### config.mk
export PLATFORM = sky130hd
export DESIGN_NAME = stage_ex_flat
export DESIGN_NICKNAME = d
export VERILOG_FILES = /design/src/rtl/mips_pkg.sv /design/src/rtl/pipe_if.sv /design/src/rtl/stage_ex.sv /design/src/flat_wrapper.sv
export SDC_FILE = /design/constraint.sdc
export NUM_CORES = 1
export LEC_CHECK = 0
export ABC_AREA = 1
export BUFFER_PORTS_ARGS = -buffer_cell sky130_fd_sc_hd__buf_2
export CAP_MARGIN = 20
export CORE_UTILIZATION = 25
export DETAILED_ROUTE_END_ITERATION = 6
export PLACE_DENSITY = 0.53
export SKIP_CTS_REPAIR_TIMING = 1
export SLEW_MARGIN = 20
export SYNTH_ARGS = -nofsm -noshare
export SYNTH_HDL_FRONTEND = slang
export SYNTH_SLANG_ARGS = --single-unit
### constraint.sdc
create_clock -name clk -period 10.4 [get_ports clk]
set_input_delay 1.56 -clock clk [delete_from_list [all_inputs] [get_ports clk]]
set_output_delay 1.56 -clock clk [all_outputs]
set_load 0.05 [all_outputs]
### src/rtl/mips_pkg.sv
package mips_pkg;

	////////////////////////////////////////
	// widths
	////////////////////////////////////////

	typedef logic [31:0] data_t;
	typedef logic [4:0]  reg_addr_t;
	typedef logic [6:0]  imem_addr_t;
	// pc counts words, not bytes
	typedef logic [7:0]  pc_t;
	typedef logic [5:0]  op_t;
	typedef logic [5:0]  fn_t;
	typedef logic [2:0]  alu_op_t;

	// memory depths
	localparam int len_imem = 2 ** $bits(imem_addr_t);
	localparam int len_dmem = 32;
	localparam int dmem_aw  = $clog2(len_dmem);
	localparam int num_regs = 2 ** $bits(reg_addr_t);

	////////////////////////////////////////
	// encodings
	////////////////////////////////////////

	// primary opcodes
	localparam op_t op_rtype = 6'h00;
	localparam op_t op_j     = 6'h02;
	localparam op_t op_beq   = 6'h04;
	localparam op_t op_addi  = 6'h08;
	localparam op_t op_lw    = 6'h23;
	localparam op_t op_sw    = 6'h2b;

	// r-type funct field
	localparam fn_t fn_addu = 6'h21;
	localparam fn_t fn_subu = 6'h23;
	localparam fn_t fn_and  = 6'h24;
	localparam fn_t fn_or   = 6'h25;
	localparam fn_t fn_slt  = 6'h2a;

	// stops the machine once it reaches mem
	localparam data_t halt_word = 32'hffff_ffff;

	// alu operations
	localparam alu_op_t alu_add = 3'd0;
	localparam alu_op_t alu_sub = 3'd1;
	localparam alu_op_t alu_and = 3'd2;
	localparam alu_op_t alu_or  = 3'd3;
	localparam alu_op_t alu_slt = 3'd4;

	// fetch control
	typedef enum logic [1:0] {
		st_load,
		st_run,
		st_halted
	} fetch_state_t;

endpackage

### src/rtl/pipe_if.sv
`timescale 1ns/1ps

// decode to execute
interface id_ex_if;
	mips_pkg::data_t     rs_val;
	mips_pkg::data_t     rt_val;
	mips_pkg::data_t     imm;
	mips_pkg::reg_addr_t rs, rt, dest;
	mips_pkg::alu_op_t   alu_op;
	logic                alu_src_imm;
	logic                mem_read, mem_write, reg_write, mem_to_reg;
	logic                is_branch, halt;
	mips_pkg::pc_t       pc_plus4;

	modport source (output rs_val, rt_val, imm, rs, rt, dest, alu_op, alu_src_imm,
		mem_read, mem_write, reg_write, mem_to_reg, is_branch, halt, pc_plus4);
	modport sink (input rs_val, rt_val, imm, rs, rt, dest, alu_op, alu_src_imm,
		mem_read, mem_write, reg_write, mem_to_reg, is_branch, halt, pc_plus4);
endinterface

// execute to memory, also the first forwarding source
interface ex_mem_if;
	mips_pkg::data_t     alu_result;
	mips_pkg::data_t     store_val;
	mips_pkg::pc_t       branch_target;
	logic                zero;
	mips_pkg::reg_addr_t dest;
	logic                mem_read, mem_write, reg_write, mem_to_reg;
	logic                is_branch, halt;

	modport source (output alu_result, store_val, branch_target, zero, dest,
		mem_read, mem_write, reg_write, mem_to_reg, is_branch, halt);
	modport sink (input alu_result, store_val, branch_target, zero, dest,
		mem_read, mem_write, reg_write, mem_to_reg, is_branch, halt);
endinterface

// write-back, read by the register file and by forwarding
interface mem_wb_if;
	logic                reg_write;
	mips_pkg::reg_addr_t dest;
	mips_pkg::data_t     wb_data;

	modport source (output reg_write, dest, wb_data);
	modport sink (input reg_write, dest, wb_data);
endinterface

### src/rtl/stage_ex.sv
`timescale 1ns/1ps

module stage_ex (
	input  logic                clk,
	input  logic                rst_n,
	input  logic                flush,
	id_ex_if.sink               in,
	ex_mem_if.source            fwd_mem,
	mem_wb_if.sink              fwd_wb,
	output logic                ex_mem_read,
	output mips_pkg::reg_addr_t ex_dest
);

	mips_pkg::data_t op_a;
	mips_pkg::data_t rt_fwd;
	mips_pkg::data_t op_b;
	mips_pkg::data_t alu_y;

	// mem wins over wb, r0 never forwarded
	function automatic mips_pkg::data_t fwd(input mips_pkg::reg_addr_t r,
		input mips_pkg::data_t v);
		if (fwd_mem.reg_write && fwd_mem.dest != '0 && fwd_mem.dest == r)
			return fwd_mem.alu_result;
		if (fwd_wb.reg_write && fwd_wb.dest != '0 && fwd_wb.dest == r)
			return fwd_wb.wb_data;
		return v;
	endfunction

	////////////////////////////////////////
	// forwarding and alu
	////////////////////////////////////////

	always_comb begin
		op_a   = fwd(in.rs, in.rs_val);
		rt_fwd = fwd(in.rt, in.rt_val);
	end

	assign op_b = in.alu_src_imm ? in.imm : rt_fwd;

	always_comb begin
		case (in.alu_op)
			mips_pkg::alu_add: alu_y = op_a + op_b;
			mips_pkg::alu_sub: alu_y = op_a - op_b;
			mips_pkg::alu_and: alu_y = op_a & op_b;
			mips_pkg::alu_or:  alu_y = op_a | op_b;
			mips_pkg::alu_slt: alu_y = mips_pkg::data_t'($signed(op_a) < $signed(op_b));
			default:           alu_y = '0;
		endcase
	end

	// hazard info for decode
	assign ex_mem_read = in.mem_read;
	assign ex_dest     = in.dest;

	// ex/mem controls, a halt already here holds
	always_ff @(posedge clk) begin
		if (!rst_n || flush) begin
			fwd_mem.dest       <= '0;
			fwd_mem.mem_read   <= 1'b0;
			fwd_mem.mem_write  <= 1'b0;
			fwd_mem.reg_write  <= 1'b0;
			fwd_mem.mem_to_reg <= 1'b0;
			fwd_mem.is_branch  <= 1'b0;
			fwd_mem.halt       <= 1'b0;
		end else if (!fwd_mem.halt) begin
			fwd_mem.dest       <= in.dest;
			fwd_mem.mem_read   <= in.mem_read;
			fwd_mem.mem_write  <= in.mem_write;
			fwd_mem.reg_write  <= in.reg_write;
			fwd_mem.mem_to_reg <= in.mem_to_reg;
			fwd_mem.is_branch  <= in.is_branch;
			fwd_mem.halt       <= in.halt;
		end
	end

	// ex/mem payload
	always_ff @(posedge clk) begin
		if (!fwd_mem.halt) begin
			fwd_mem.alu_result    <= alu_y;
			fwd_mem.store_val     <= rt_fwd;
			// word offset relative to pc+1
			fwd_mem.branch_target <= in.pc_plus4 + mips_pkg::pc_t'(in.imm);
			fwd_mem.zero          <= alu_y == '0;
		end
	end

endmodule

### src/flat_wrapper.sv
// flat-port wrapper written by rule: the top's interface ports become plain ports
module stage_ex_flat 
  (clk, rst_n, flush, ex_mem_read, ex_dest, in_rs_val, in_rt_val, in_imm, in_rs, in_rt, in_dest, in_alu_op, in_alu_src_imm, in_mem_read, in_mem_write, in_reg_write, in_mem_to_reg, in_is_branch, in_halt, in_pc_plus4, fwd_mem_alu_result, fwd_mem_store_val, fwd_mem_branch_target, fwd_mem_zero, fwd_mem_dest, fwd_mem_mem_read, fwd_mem_mem_write, fwd_mem_reg_write, fwd_mem_mem_to_reg, fwd_mem_is_branch, fwd_mem_halt, fwd_wb_reg_write, fwd_wb_dest, fwd_wb_wb_data);
  id_ex_if in_i ();
  ex_mem_if fwd_mem_i ();
  mem_wb_if fwd_wb_i ();
  input  logic clk;
  input  logic rst_n;
  input  logic flush;
  output logic ex_mem_read;
  output mips_pkg::reg_addr_t ex_dest;
  input wire logic [$bits(in_i.rs_val)-1:0] in_rs_val;
  input wire logic [$bits(in_i.rt_val)-1:0] in_rt_val;
  input wire logic [$bits(in_i.imm)-1:0] in_imm;
  input wire logic [$bits(in_i.rs)-1:0] in_rs;
  input wire logic [$bits(in_i.rt)-1:0] in_rt;
  input wire logic [$bits(in_i.dest)-1:0] in_dest;
  input wire logic [$bits(in_i.alu_op)-1:0] in_alu_op;
  input wire logic [$bits(in_i.alu_src_imm)-1:0] in_alu_src_imm;
  input wire logic [$bits(in_i.mem_read)-1:0] in_mem_read;
  input wire logic [$bits(in_i.mem_write)-1:0] in_mem_write;
  input wire logic [$bits(in_i.reg_write)-1:0] in_reg_write;
  input wire logic [$bits(in_i.mem_to_reg)-1:0] in_mem_to_reg;
  input wire logic [$bits(in_i.is_branch)-1:0] in_is_branch;
  input wire logic [$bits(in_i.halt)-1:0] in_halt;
  input wire logic [$bits(in_i.pc_plus4)-1:0] in_pc_plus4;
  output wire logic [$bits(fwd_mem_i.alu_result)-1:0] fwd_mem_alu_result;
  output wire logic [$bits(fwd_mem_i.store_val)-1:0] fwd_mem_store_val;
  output wire logic [$bits(fwd_mem_i.branch_target)-1:0] fwd_mem_branch_target;
  output wire logic [$bits(fwd_mem_i.zero)-1:0] fwd_mem_zero;
  output wire logic [$bits(fwd_mem_i.dest)-1:0] fwd_mem_dest;
  output wire logic [$bits(fwd_mem_i.mem_read)-1:0] fwd_mem_mem_read;
  output wire logic [$bits(fwd_mem_i.mem_write)-1:0] fwd_mem_mem_write;
  output wire logic [$bits(fwd_mem_i.reg_write)-1:0] fwd_mem_reg_write;
  output wire logic [$bits(fwd_mem_i.mem_to_reg)-1:0] fwd_mem_mem_to_reg;
  output wire logic [$bits(fwd_mem_i.is_branch)-1:0] fwd_mem_is_branch;
  output wire logic [$bits(fwd_mem_i.halt)-1:0] fwd_mem_halt;
  input wire logic [$bits(fwd_wb_i.reg_write)-1:0] fwd_wb_reg_write;
  input wire logic [$bits(fwd_wb_i.dest)-1:0] fwd_wb_dest;
  input wire logic [$bits(fwd_wb_i.wb_data)-1:0] fwd_wb_wb_data;
  assign in_i.rs_val = in_rs_val;
  assign in_i.rt_val = in_rt_val;
  assign in_i.imm = in_imm;
  assign in_i.rs = in_rs;
  assign in_i.rt = in_rt;
  assign in_i.dest = in_dest;
  assign in_i.alu_op = in_alu_op;
  assign in_i.alu_src_imm = in_alu_src_imm;
  assign in_i.mem_read = in_mem_read;
  assign in_i.mem_write = in_mem_write;
  assign in_i.reg_write = in_reg_write;
  assign in_i.mem_to_reg = in_mem_to_reg;
  assign in_i.is_branch = in_is_branch;
  assign in_i.halt = in_halt;
  assign in_i.pc_plus4 = in_pc_plus4;
  assign fwd_mem_alu_result = fwd_mem_i.alu_result;
  assign fwd_mem_store_val = fwd_mem_i.store_val;
  assign fwd_mem_branch_target = fwd_mem_i.branch_target;
  assign fwd_mem_zero = fwd_mem_i.zero;
  assign fwd_mem_dest = fwd_mem_i.dest;
  assign fwd_mem_mem_read = fwd_mem_i.mem_read;
  assign fwd_mem_mem_write = fwd_mem_i.mem_write;
  assign fwd_mem_reg_write = fwd_mem_i.reg_write;
  assign fwd_mem_mem_to_reg = fwd_mem_i.mem_to_reg;
  assign fwd_mem_is_branch = fwd_mem_i.is_branch;
  assign fwd_mem_halt = fwd_mem_i.halt;
  assign fwd_wb_i.reg_write = fwd_wb_reg_write;
  assign fwd_wb_i.dest = fwd_wb_dest;
  assign fwd_wb_i.wb_data = fwd_wb_wb_data;
  stage_ex u_core (.clk(clk), .rst_n(rst_n), .flush(flush), .in(in_i), .fwd_mem(fwd_mem_i), .fwd_wb(fwd_wb_i), .ex_mem_read(ex_mem_read), .ex_dest(ex_dest));
endmodule
==> impl_metrics.sql, run 1 <==
INSERT INTO impl_metrics (metric_group, metric, value, unit) VALUES
('global_route', 'grt_pass1_wl', '71.5', 'mm'),
('final_layout', 'layout-area-overhead-vs-synth', '18.0', '%'),
('critical_path', 'critical_path.max_fanout', '32', ''),
('clock_network', 'cts-buffers-inserted', '9', ''),
('critical_path', 'path_depth', '28', ''),
('critical_path', 'startpoint_type', 'primary input', ''),
('logic_synthesis', 'yosys-mux-area-fraction', '0', ''),
('final_layout', 'drive_above_1_share', '0.171', ''),
('critical_path', 'arrival', '6330', 'ps'),
('logic_synthesis', 'synth-edff-count', '73', ''),
('placed_design', 'post-dp-hpwl', '39.2', 'mm'),
('final_layout', 'final_util', '0.299', ''),
('global_route', 'first_global_vias', '12168', ''),
('clock_network', 'clockBufferDepth', '2', ''),
('die', 'floorplan.core_area', '45500', 'sq um'),
('timing', 'grt_setup_unrepaired', 'false', ''),
('routing', 'routedLengthMet1', '22.6', 'mm'),
('critical_path', 'worstPathRequired', '10650', 'ps'),
('timing', 'sum_neg_setup_slack', '0', 'ps'),
('timing', 'setup_viol_count_final', '0', ''),
('timing', 'achievable-frequency', '165', 'MHz'),
('critical_path', 'critical-path-top-cell-by-count', 'nand2_1', ''),
('logic_synthesis', 'synth.yosys.warnings', '0', ''),
('routing', 'postRouteWirelength', '47.7', 'mm'),
('timing', 'number_of_hold_violations_in_the_final_report', '0', ''),
('die', 'num_rows', '78', ''),
('global_route', 'track_usage', '0.198', ''),
('final_layout', 'finalNonFillerCells', '2708', ''),
('clock_network', 'cts_sinks', '84', ''),
('logic_synthesis', 'yosys_register_bits', '84', ''),
('routing', 'route.detailed.wl_per_inst', '17.6', 'um'),
('logic_synthesis', 'post_synth_fa_ha_maj_area_fraction', '0.131', ''),
('logic_synthesis', 'dominant_combinational_cell_family_by_area_after_synthesis', 'simple AND/OR/NAND/NOR gates', ''),
('logic_synthesis', 'post_synth_inst_count', '1896', ''),
('clock_network', 'clock_tree.htree_level_count', '3', ''),
('clock_network', 'clkLatencyLatePin', '390', 'ps'),
('final_layout', 'mostFrequentLayoutCells', '502 x nand2_1, 286 x inv_1, 268 x nor2_1, 259 x buf_2, 152 x nand3_1', ''),
('logic_synthesis', 'synth_top_cells_by_area', 'edfxtp_1 19%, nand2_1 16%, ha_1 13%', ''),
('routing', 'drtPass1Iterations', '6', ''),
('timing', 'hold-worst-slack', '467', 'ps'),
('critical_path', 'worstRegToRegCells', '26', ''),
('routing', 'remaining_drc_errors', '0', ''),
('die', 'floorplan.die.height', '217', 'um'),
('power_and_ir_drop', 'p_total', '1.62', 'mW'),
('critical_path', 'cp-endpoint', 'u_core.fwd_mem.zero', ''),
('timing', 'timing_max_transition_violations_final', '0', ''),
('power_and_ir_drop', 'power.density', '119', 'nW/um^2'),
('timing', 'slew_limit_headroom', '0.393', ''),
('logic_synthesis', 'synth_largest_type_area_fraction', '0.190', ''),
('logic_synthesis', 'dominantRegCellSynth', 'edfxtp_1', ''),
('final_layout', 'finish.net_count', '2391', ''),
('routing', 'drt_first_iter_violations', '1069', ''),
('power_and_ir_drop', 'total_leakage_power', '7.29', 'nW'),
('die', 'fp.dieW', '217', 'um'),
('flow_run', 'timing.max_cap.violations', '0', ''),
('logic_synthesis', 'ys_async_sr_fraction', '0', ''),
('routing', 'wl_met3', '3.42', 'mm'),
('critical_path', 'critical-path-top-delay-family', 'simple AND/OR/NAND/NOR gates', ''),
('critical_path', 'criticalPathCategory', 'in -> reg', ''),
('critical_path', 'r2r-end', 'u_core.fwd_mem.zero', ''),
('logic_synthesis', 'post_synth_num_cell_types', '38', ''),
('logic_synthesis', 'post_synthesis_compound_gate_area_fraction', '0.150', ''),
('critical_path', 'setup.worst_path.end_class', 'flop', ''),
('run_status', 'outcome', 'completed', ''),
('timing', 'finalCritPeriodShare', '0.584', ''),
('global_route', 'grt.overflow.total', '0', ''),
('global_route', 'grt_start_max_net_pins', '65', ''),
('critical_path', 'r2r_setup_slack', '5020', 'ps'),
('critical_path', 'cp_slowest_stage_delay', '480', 'ps'),
('timing', 'timing.final.crit_period', '6080', 'ps'),
('placed_design', 'finalWeightedCongestion', '1.01', '');
report_power, final:
part           leakage (nW)  internal, mW  switching [mW]
logic                  6.26         0.216           0.579
clock network         0.158         0.212           0.170
registers             0.873         0.413          0.0274
total                  7.29         0.841           0.776
worst min-delay path: stages, from the launching register on:
cell,delay [ps]
dfxtp_1,310
nand2_1,60
a21oi_1,50
stage by stage:
step,setup slack [ps],area (sq um)
floorplan,5640,11500
global placement,4040,13300
detailed placement,4030,13300
CTS,4410,13600
global route,3870,13600
finish,4320,13600
metal layers:
layer / vias to the layer above / GRT usage
li1: 6422 / -
met1: 6051 / 0.286
met2: 525 / 0.305
met3: 50 / 0.0268
met4: 0 / 0.0582
met5: - / 0
worst min-delay path by stage:
stage / from / end / slack, ps
after detailed placement: u_core.fwd_mem.is_branch / u_core.fwd_mem.is_branch / 460
after global routing: u_core.fwd_mem.mem_to_reg / u_core.fwd_mem.mem_to_reg / 480
final: u_core.fwd_mem.is_branch / u_core.fwd_mem.is_branch / 470
after global placement: u_core.fwd_mem.mem_write / u_core.fwd_mem.mem_write / 450
after CTS: u_core.fwd_mem.is_branch / u_core.fwd_mem.is_branch / 470
after floorplan: u_core.fwd_mem.is_branch / u_core.fwd_mem.is_branch / 690
area by class of cell:
class	count	area (sq um)
diodes	1	2.50
clock buffers	9	225
clock inverters	7	98.8
fillers	5130	31900
inverters	288	1080
multi-input cells	1448	7650
flip-flops and latches	84	2410
well taps	600	751
repair buffers	271	1390
cells in the mapped netlist, types with 10 or more instances:
cell type	count
or2_2	31
a21oi_2	10
clkbuf_1	23
a21oi_1	103
nand3_1	152
nand4_1	14
o21bai_1	12
nor2_1	269
dfxtp_1	11
nand2_1	502
inv_1	288
nor3_1	19
xor2_1	21
a31oi_2	16
buf_2	30
buf_4	10
o21ai_0	131
edfxtp_1	73
ha_1	116
kinds of logic (layout without fill, tap and decap cells):
group           Yosys count  after routing
simple gates           1002           1002
buf+inv                 364            575
compound gates          298            298
fa+ha+maj               119            119
flops                    84             84
xor+xnor                 29             29
other cells               0              1
Note: power is estimated with default switching activity, not from simulation.
==> run 2, diff against run 1 <==
--- a/config.mk
+++ b/config.mk
@@ -10,7 +10,7 @@
 export CAP_MARGIN = 20
 export CORE_UTILIZATION = 25
 export DETAILED_ROUTE_END_ITERATION = 6
-export PLACE_DENSITY = 0.53
+export PLACE_DENSITY = 0.55
 export SKIP_CTS_REPAIR_TIMING = 1
 export SLEW_MARGIN = 20
 export SYNTH_ARGS = -nofsm -noshare
==> constraint.sdc (replaced) <==
create_clock -name clk -period 5.5 [get_ports clk]
set_input_delay 0.825 -clock clk [delete_from_list [all_inputs] [get_ports clk]]
set_output_delay 0.825 -clock clk [all_outputs]
set_load 0.05 [all_outputs]
==> impl_metrics.sql, run 2 (same netlist as run 1, synthesis figures left out) <==
INSERT INTO impl_metrics (metric_group, metric, value, unit) VALUES
('run_status', 'outcome', 'completed', ''),
('timing', 'grt_setup_unrepaired', 'false', ''),
('timing', 'number_of_hold_violations_in_the_final_report', '0', ''),
('timing', 'sum_neg_setup_slack', '0', 'ps'),
('final_layout', 'fill_cells', '5153', ''),
('flow_run', 'timing.max_cap.violations', '0', ''),
('die', 'initial_utilization', '0.254', ''),
('final_layout', 'sequential_standard_cell_area', '2410', 'sq um'),
('routing', 'dr_total_vias', '13102', ''),
('routing', 'vias_cell', '4.79', ''),
('clock_network', 'cts-buffers-inserted', '9', ''),
('clock_network', 'tritoncts_clock_tree', 'yes', ''),
('final_layout', 'final_design_area_no_fill', '13800', 'sq um'),
('power_and_ir_drop', 'p_int', '1.56', 'mW'),
('hold_path', 'hold_class', 'reg -> reg', ''),
('power_and_ir_drop', 'seq_power_share', '0.275', ''),
('global_route', 'grt_pass1_wl', '72.2', 'mm'),
('placed_design', 'dp_cells', '2717', ''),
('timing', 'hold-worst-slack', '464', 'ps'),
('global_route', 'first_global_vias', '12329', ''),
('power_and_ir_drop', 'total_leakage_power', '7.41', 'nW'),
('routing', 'ant_nets', '0', ''),
('die', 'floorplan.core_area', '45500', 'sq um'),
('routing', 'route.detailed.wl_per_inst', '17.6', 'um'),
('power_and_ir_drop', 'p_total', '3.03', 'mW'),
('die', 'fp.dieW', '217', 'um'),
('critical_path', 'criticalPathCategory', 'in -> reg', ''),
('routing', 'remaining_drc_errors', '0', ''),
('power_and_ir_drop', 'p_switching', '1.46', 'mW'),
('final_layout', 'drive_above_1_share', '0.181', ''),
('die', 'dieArea', '47000', 'sq um'),
('placed_design', 'io_buffers', '259', ''),
('placed_design', 'post-dp-hpwl', '40.4', 'mm'),
('final_layout', 'antenna_cells_inserted', '0', ''),
('timing', 'timing.final.crit_period', '5130', 'ps'),
('timing', 'setup_viol_count_final', '0', ''),
('global_route', 'track_usage', '0.202', ''),
('placed_design', 'finalWeightedCongestion', '0.985', ''),
('timing', 'timing_max_transition_violations_final', '0', ''),
('timing', 'fin_skew', '23.3', 'ps'),
('critical_path', 'critical_path.max_fanout', '33', ''),
('critical_path', 'arrival', '5370', 'ps'),
('routing', 'drtPass1Iterations', '6', ''),
('final_layout', 'multi_input_combinational_cell_area', '7660', 'sq um'),
('clock_network', 'clk_pin_slew', '70', 'ps'),
('global_route', 'grt_antenna_before_repair', '0', ''),
('die', 'pin_count', '260', ''),
('clock_network', 'clock_tree.htree_level_count', '3', ''),
('clock_network', 'clockBufferDepth', '2', ''),
('routing', 'postRouteWirelength', '48.1', 'mm'),
('global_route', 'grt.overflow.total', '0', ''),
('critical_path', 'startpoint_type', 'primary input', ''),
('final_layout', 'finalNonFillerCells', '2733', ''),
('die', 'floorplan.die.height', '217', 'um'),
('final_layout', 'biggest_regs', 'u_core.fwd_mem.alu_result (32), u_core.fwd_mem.store_val (32), u_core.fwd_mem.branch_target (8)', ''),
('power_and_ir_drop', 'max-vdd-ir-drop', '128', 'uV'),
('power_and_ir_drop', 'swShare', '0.484', ''),
('timing', 'finalCritPeriodShare', '0.932', ''),
('final_layout', 'layout-area-overhead-vs-synth', '19.9', '%'),
('timing', 'achievable-frequency', '195', 'MHz'),
('clock_network', 'clk_root_buffer_cell', 'clkbuf_16', ''),
('critical_path', 'setup.worst_path.end_class', 'flop', ''),
('global_route', 'grt_start_max_net_pins', '65', ''),
('die', 'num_rows', '78', ''),
('timing', 'slew_limit_headroom', '0.359', ''),
('timing', 'tightestPinTransition', '961', 'ps'),
('final_layout', 'mostFrequentLayoutCells', '502 x nand2_1, 287 x inv_1, 268 x nor2_1, 259 x buf_2, 152 x nand3_1', ''),
('power_and_ir_drop', 'power.density', '219', 'nW/um^2'),
('power_and_ir_drop', 'pwr-share-clk', '0.220', ''),
('power_and_ir_drop', 'combinationalPowerShare', '0.506', ''),
('clock_network', 'cts_sinks', '84', ''),
('placed_design', 'placed_area', '13500', 'sq um'),
('clock_network', 'clkLatencyLatePin', '390', 'ps'),
('final_layout', 'finish.net_count', '2417', ''),
('critical_path', 'worstPathRequired', '5740', 'ps'),
('final_layout', 'mostFrequentLayoutCell', 'nand2_1', ''),
('routing', 'drt_first_iter_violations', '1175', '');
## run 2: power by group through the flow
stage / registers, mW / logic, mW / clock network, mW
floorplan: 1.08 / 0.775 / 0
global placement: 0.845 / 1.50 / 0
detailed placement: 0.845 / 1.50 / 0
CTS: 0.831 / 1.51 / 0.685
global route: 0.838 / 1.67 / 0.692
finish: 0.831 / 1.53 / 0.664
## run 2: worst paths after layout
check | from | end | slack, ps | cells past startpoint
worst max-delay path | fwd_wb_dest[1] | u_core.fwd_mem.zero | 370 | 28
worst min-delay path | u_core.fwd_mem.mem_to_reg | u_core.fwd_mem.mem_to_reg | 460 | 2
worst max register to register | u_core.fwd_mem.dest[1] | u_core.fwd_mem.zero | 540 | 23
worst min register to register | u_core.fwd_mem.mem_to_reg | u_core.fwd_mem.mem_to_reg | 460 | 2
## run 2: metal layers
layer	track usage	up-vias	routed length, um
met4	0.0512	0	731
li1	-	6479	-
met2	0.316	523	21000
met1	0.289	6062	22900
met3	0.0257	38	3510
met5	0	-	0
## run 2: cell type report
cell class                 count  share of cell area
timing repair buffer         297               0.117
inverter                     288              0.0783
clock buffer                   9              0.0163
clock inverter                 7             0.00525
tap                          600              0.0543
multi-input combinational   1448               0.554
sequential                    84               0.174
## run 2: critical path, cell delays in order
cell,delay (ps)
buf_2,120
xor2_1,150
nor4_1,320
nand2_1,150
buf_12,190
inv_1,110
buf_12,190
nand2_1,100
a31oi_2,320
nand2_1,70
o21ai_0,150
ha_1,210
inv_1,80
fa_1,460
nand2_1,110
nand2_1,110
and2_1,190
nor2_1,90
nor2_1,40
nor2_1,280
nand3_1,120
nor2_1,110
nand2_1,60
nor2_1,170
nand3_1,160
nor2_1,190
nand3_1,100
nor2_1,100
## run 2: stage by stage
step           setup WS, ps  utilization
3_3_place_gp          -40.8        0.297
4_1_cts                 331        0.304
3_5_place_dp          -65.7        0.297
2_1_floorplan          1480            -
6_report                374        0.304
5_1_grt                 134        0.304
==> run 3, diff against run 2 <==
--- a/config.mk
+++ b/config.mk
@@ -8,6 +8,7 @@
 export ABC_AREA = 1
 export BUFFER_PORTS_ARGS = -buffer_cell sky130_fd_sc_hd__buf_2
 export CAP_MARGIN = 20
+export CORE_MARGIN = 2
 export CORE_UTILIZATION = 25
 export DETAILED_ROUTE_END_ITERATION = 6
 export PLACE_DENSITY = 0.55
==> impl_metrics.sql, run 3 (same netlist as run 1, synthesis figures left out) <==
INSERT INTO impl_metrics (metric_group, metric, value, unit) VALUES
('final_layout', 'mostFrequentLayoutCell', 'nand2_1', ''),
('run_status', 'outcome', 'completed', ''),
('die', 'num_rows', '78', ''),
('global_route', 'grt_start_max_net_pins', '65', ''),
('placed_design', 'finalWeightedCongestion', '0.993', ''),
('final_layout', 'fill_cells', '5182', ''),
('critical_path', 'worstRegToRegCells', '23', ''),
('timing', 'slew_limit_headroom', '0.330', ''),
('power_and_ir_drop', 'power.density', '218', 'nW/um^2'),
('critical_path', 'r2r-end', 'u_core.fwd_mem.zero', ''),
('final_layout', 'finish.net_count', '2408', ''),
('final_layout', 'sequential_standard_cell_area', '2410', 'sq um'),
('critical_path', 'r2r-start', 'u_core.fwd_mem.dest[1]', ''),
('placed_design', 'post-dp-hpwl', '40.7', 'mm'),
('final_layout', 'multi_input_combinational_cell_area', '7650', 'sq um'),
('critical_path', 'worstPathRequired', '5740', 'ps'),
('critical_path', 'arrival', '5300', 'ps'),
('global_route', 'grt.overflow.total', '0', ''),
('clock_network', 'clock_tree.htree_level_count', '3', ''),
('global_route', 'grt_pass1_wl', '73.5', 'mm'),
('critical_path', 'timing.critical_path.from', 'in_rs[0]', ''),
('timing', 'setup_slack', '438', 'ps'),
('critical_path', 'r2r_setup_slack', '460', 'ps'),
('routing', 'remaining_drc_errors', '0', ''),
('critical_path', 'critical_path.max_fanout', '64', ''),
('routing', 'drtPass1Iterations', '6', ''),
('clock_network', 'clkLatencyLatePin', '380', 'ps'),
('die', 'floorplan.die.height', '219', 'um'),
('final_layout', 'final_design_area_no_fill', '13800', 'sq um'),
('timing', 'number_of_hold_violations_in_the_final_report', '0', ''),
('critical_path', 'crit_path_cell_trace', 'buf_2 > xor2_1 > nor4_1 > nand3_2 > buf_12 > o21ai_0 > inv_1 > ha_1 > fa_1 > nand2_1 > nand3_1 > nand3_1 > nand2_1 > nand2_1 > nand2_1 > nor2_1 > nor2_1 > nor2_2 > nand2_1 > nor3_1 > nand3_1 > nor2_1', ''),
('final_layout', 'layout-area-overhead-vs-synth', '19.5', '%'),
('critical_path', 'criticalPathCategory', 'in -> reg', ''),
('clock_network', 'clk_pin_slew', '70', 'ps'),
('final_layout', 'final_util', '0.303', ''),
('critical_path', 'cp_slowest_cell', 'fa_1', ''),
('power_and_ir_drop', 'max-vdd-ir-drop', '137', 'uV'),
('placed_design', 'placed_area', '13500', 'sq um'),
('routing', 'drt_first_iter_violations', '1191', ''),
('placed_design', 'dp_cells', '2708', ''),
('clock_network', 'tritoncts_clock_tree', 'yes', ''),
('timing', 'tightestPinTransition', '1000', 'ps'),
('timing', 'timing.final.crit_period', '5060', 'ps'),
('global_route', 'grt_antenna_before_repair', '1', ''),
('critical_path', 'setup.worst_path.end_class', 'flop', ''),
('placed_design', 'io_buffers', '259', ''),
('timing', 'hold-worst-slack', '468', 'ps'),
('timing', 'setup_viol_count_final', '0', ''),
('placed_design', 'place_worst_setup_slack', '34.2', 'ps'),
('timing', 'sum_neg_setup_slack', '0', 'ps'),
('timing', 'grt_setup_unrepaired', 'false', ''),
('critical_path', 'critical-path-top-cell-by-count', 'nand2_1', ''),
('final_layout', 'biggest_regs', 'u_core.fwd_mem.alu_result (32), u_core.fwd_mem.store_val (32), u_core.fwd_mem.branch_target (8)', ''),
('hold_path', 'hold_class', 'reg -> reg', ''),
('global_route', 'first_global_vias', '12566', ''),
('critical_path', 'startpoint_type', 'primary input', ''),
('clock_network', 'clockBufferDepth', '2', ''),
('routing', 'vias_cell', '4.77', ''),
('die', 'initial_utilization', '0.254', ''),
('timing', 'timing_max_transition_violations_final', '0', ''),
('routing', 'dr_total_vias', '13004', ''),
('final_layout', 'drive_above_1_share', '0.178', ''),
('routing', 'ant_nets', '0', ''),
('timing', 'achievable-frequency', '198', 'MHz'),
('routing', 'postRouteWirelength', '49.0', 'mm'),
('power_and_ir_drop', 'p_total', '3.01', 'mW'),
('clock_network', 'cts_sinks', '84', ''),
('final_layout', 'finalNonFillerCells', '2724', ''),
('final_layout', 'mostFrequentLayoutCells', '502 x nand2_1, 287 x inv_1, 267 x nor2_1, 259 x buf_2, 152 x nand3_1', ''),
('global_route', 'track_usage', '0.202', ''),
('die', 'dieArea', '47900', 'sq um'),
('die', 'floorplan.core_area', '45500', 'sq um'),
('timing', 'finalCritPeriodShare', '0.920', ''),
('power_and_ir_drop', 'total_leakage_power', '7.38', 'nW'),
('routing', 'route.detailed.wl_per_inst', '18.0', 'um'),
('die', 'pin_count', '260', ''),
('die', 'fp.dieW', '219', 'um'),
('flow_run', 'timing.max_cap.violations', '0', ''),
('critical_path', 'cp_slowest_stage_delay', '540', 'ps'),
('clock_network', 'clk_root_buffer_cell', 'clkbuf_16', ''),
('critical_path', 'cp-endpoint', 'u_core.fwd_mem.zero', ''),
('timing', 'fin_skew', '14.5', 'ps'),
('clock_network', 'cts-buffers-inserted', '9', '');
run 3: worst max-delay path, delay by kind of cell:
kind / cells / cell delay (ps)
simple gates: 15 / 2500
buf+inv: 3 / 430
fa+ha+maj: 2 / 830
xor+xnor: 1 / 150
compound gates: 1 / 480
run 3: how the worst min path moves through the flow:
stage / startpoint / to / slack [ps] / cells past startpoint
floorplan: u_core.fwd_mem.is_branch / u_core.fwd_mem.is_branch / 690 / 2
global placement: u_core.fwd_mem.mem_read / u_core.fwd_mem.mem_read / 450 / 2
global route: u_core.fwd_mem.mem_read / u_core.fwd_mem.mem_read / 490 / 2
CTS: u_core.fwd_mem.mem_read / u_core.fwd_mem.mem_read / 470 / 2
detailed placement: u_core.fwd_mem.mem_read / u_core.fwd_mem.mem_read / 460 / 2
finish: u_core.fwd_mem.mem_read / u_core.fwd_mem.mem_read / 470 / 2
run 3: where the power goes:
group	internal (mW)	switching, mW	total (mW)
registers	0.780	0.0500	0.830
logic	0.422	1.11	1.53
clock network	0.352	0.290	0.642
run 3: area by class of cell:
type | count | share of cell area
Clock inverter | 5 | 0.00454
Timing Repair Buffer | 288 | 0.115
Clock buffer | 10 | 0.0166
Inverter | 288 | 0.0785
Multi-Input combinational cell | 1448 | 0.555
Sequential cell | 84 | 0.175
Tap cell | 600 | 0.0545
Antenna cell | 1 | 0.000182
run 3: routing by layer:
layer | global-route usage | wire, um
met5 | 0 | 0
met4 | 0.0498 | 902
met3 | 0.0401 | 3780
met2 | 0.311 | 21200
met1 | 0.288 | 23100
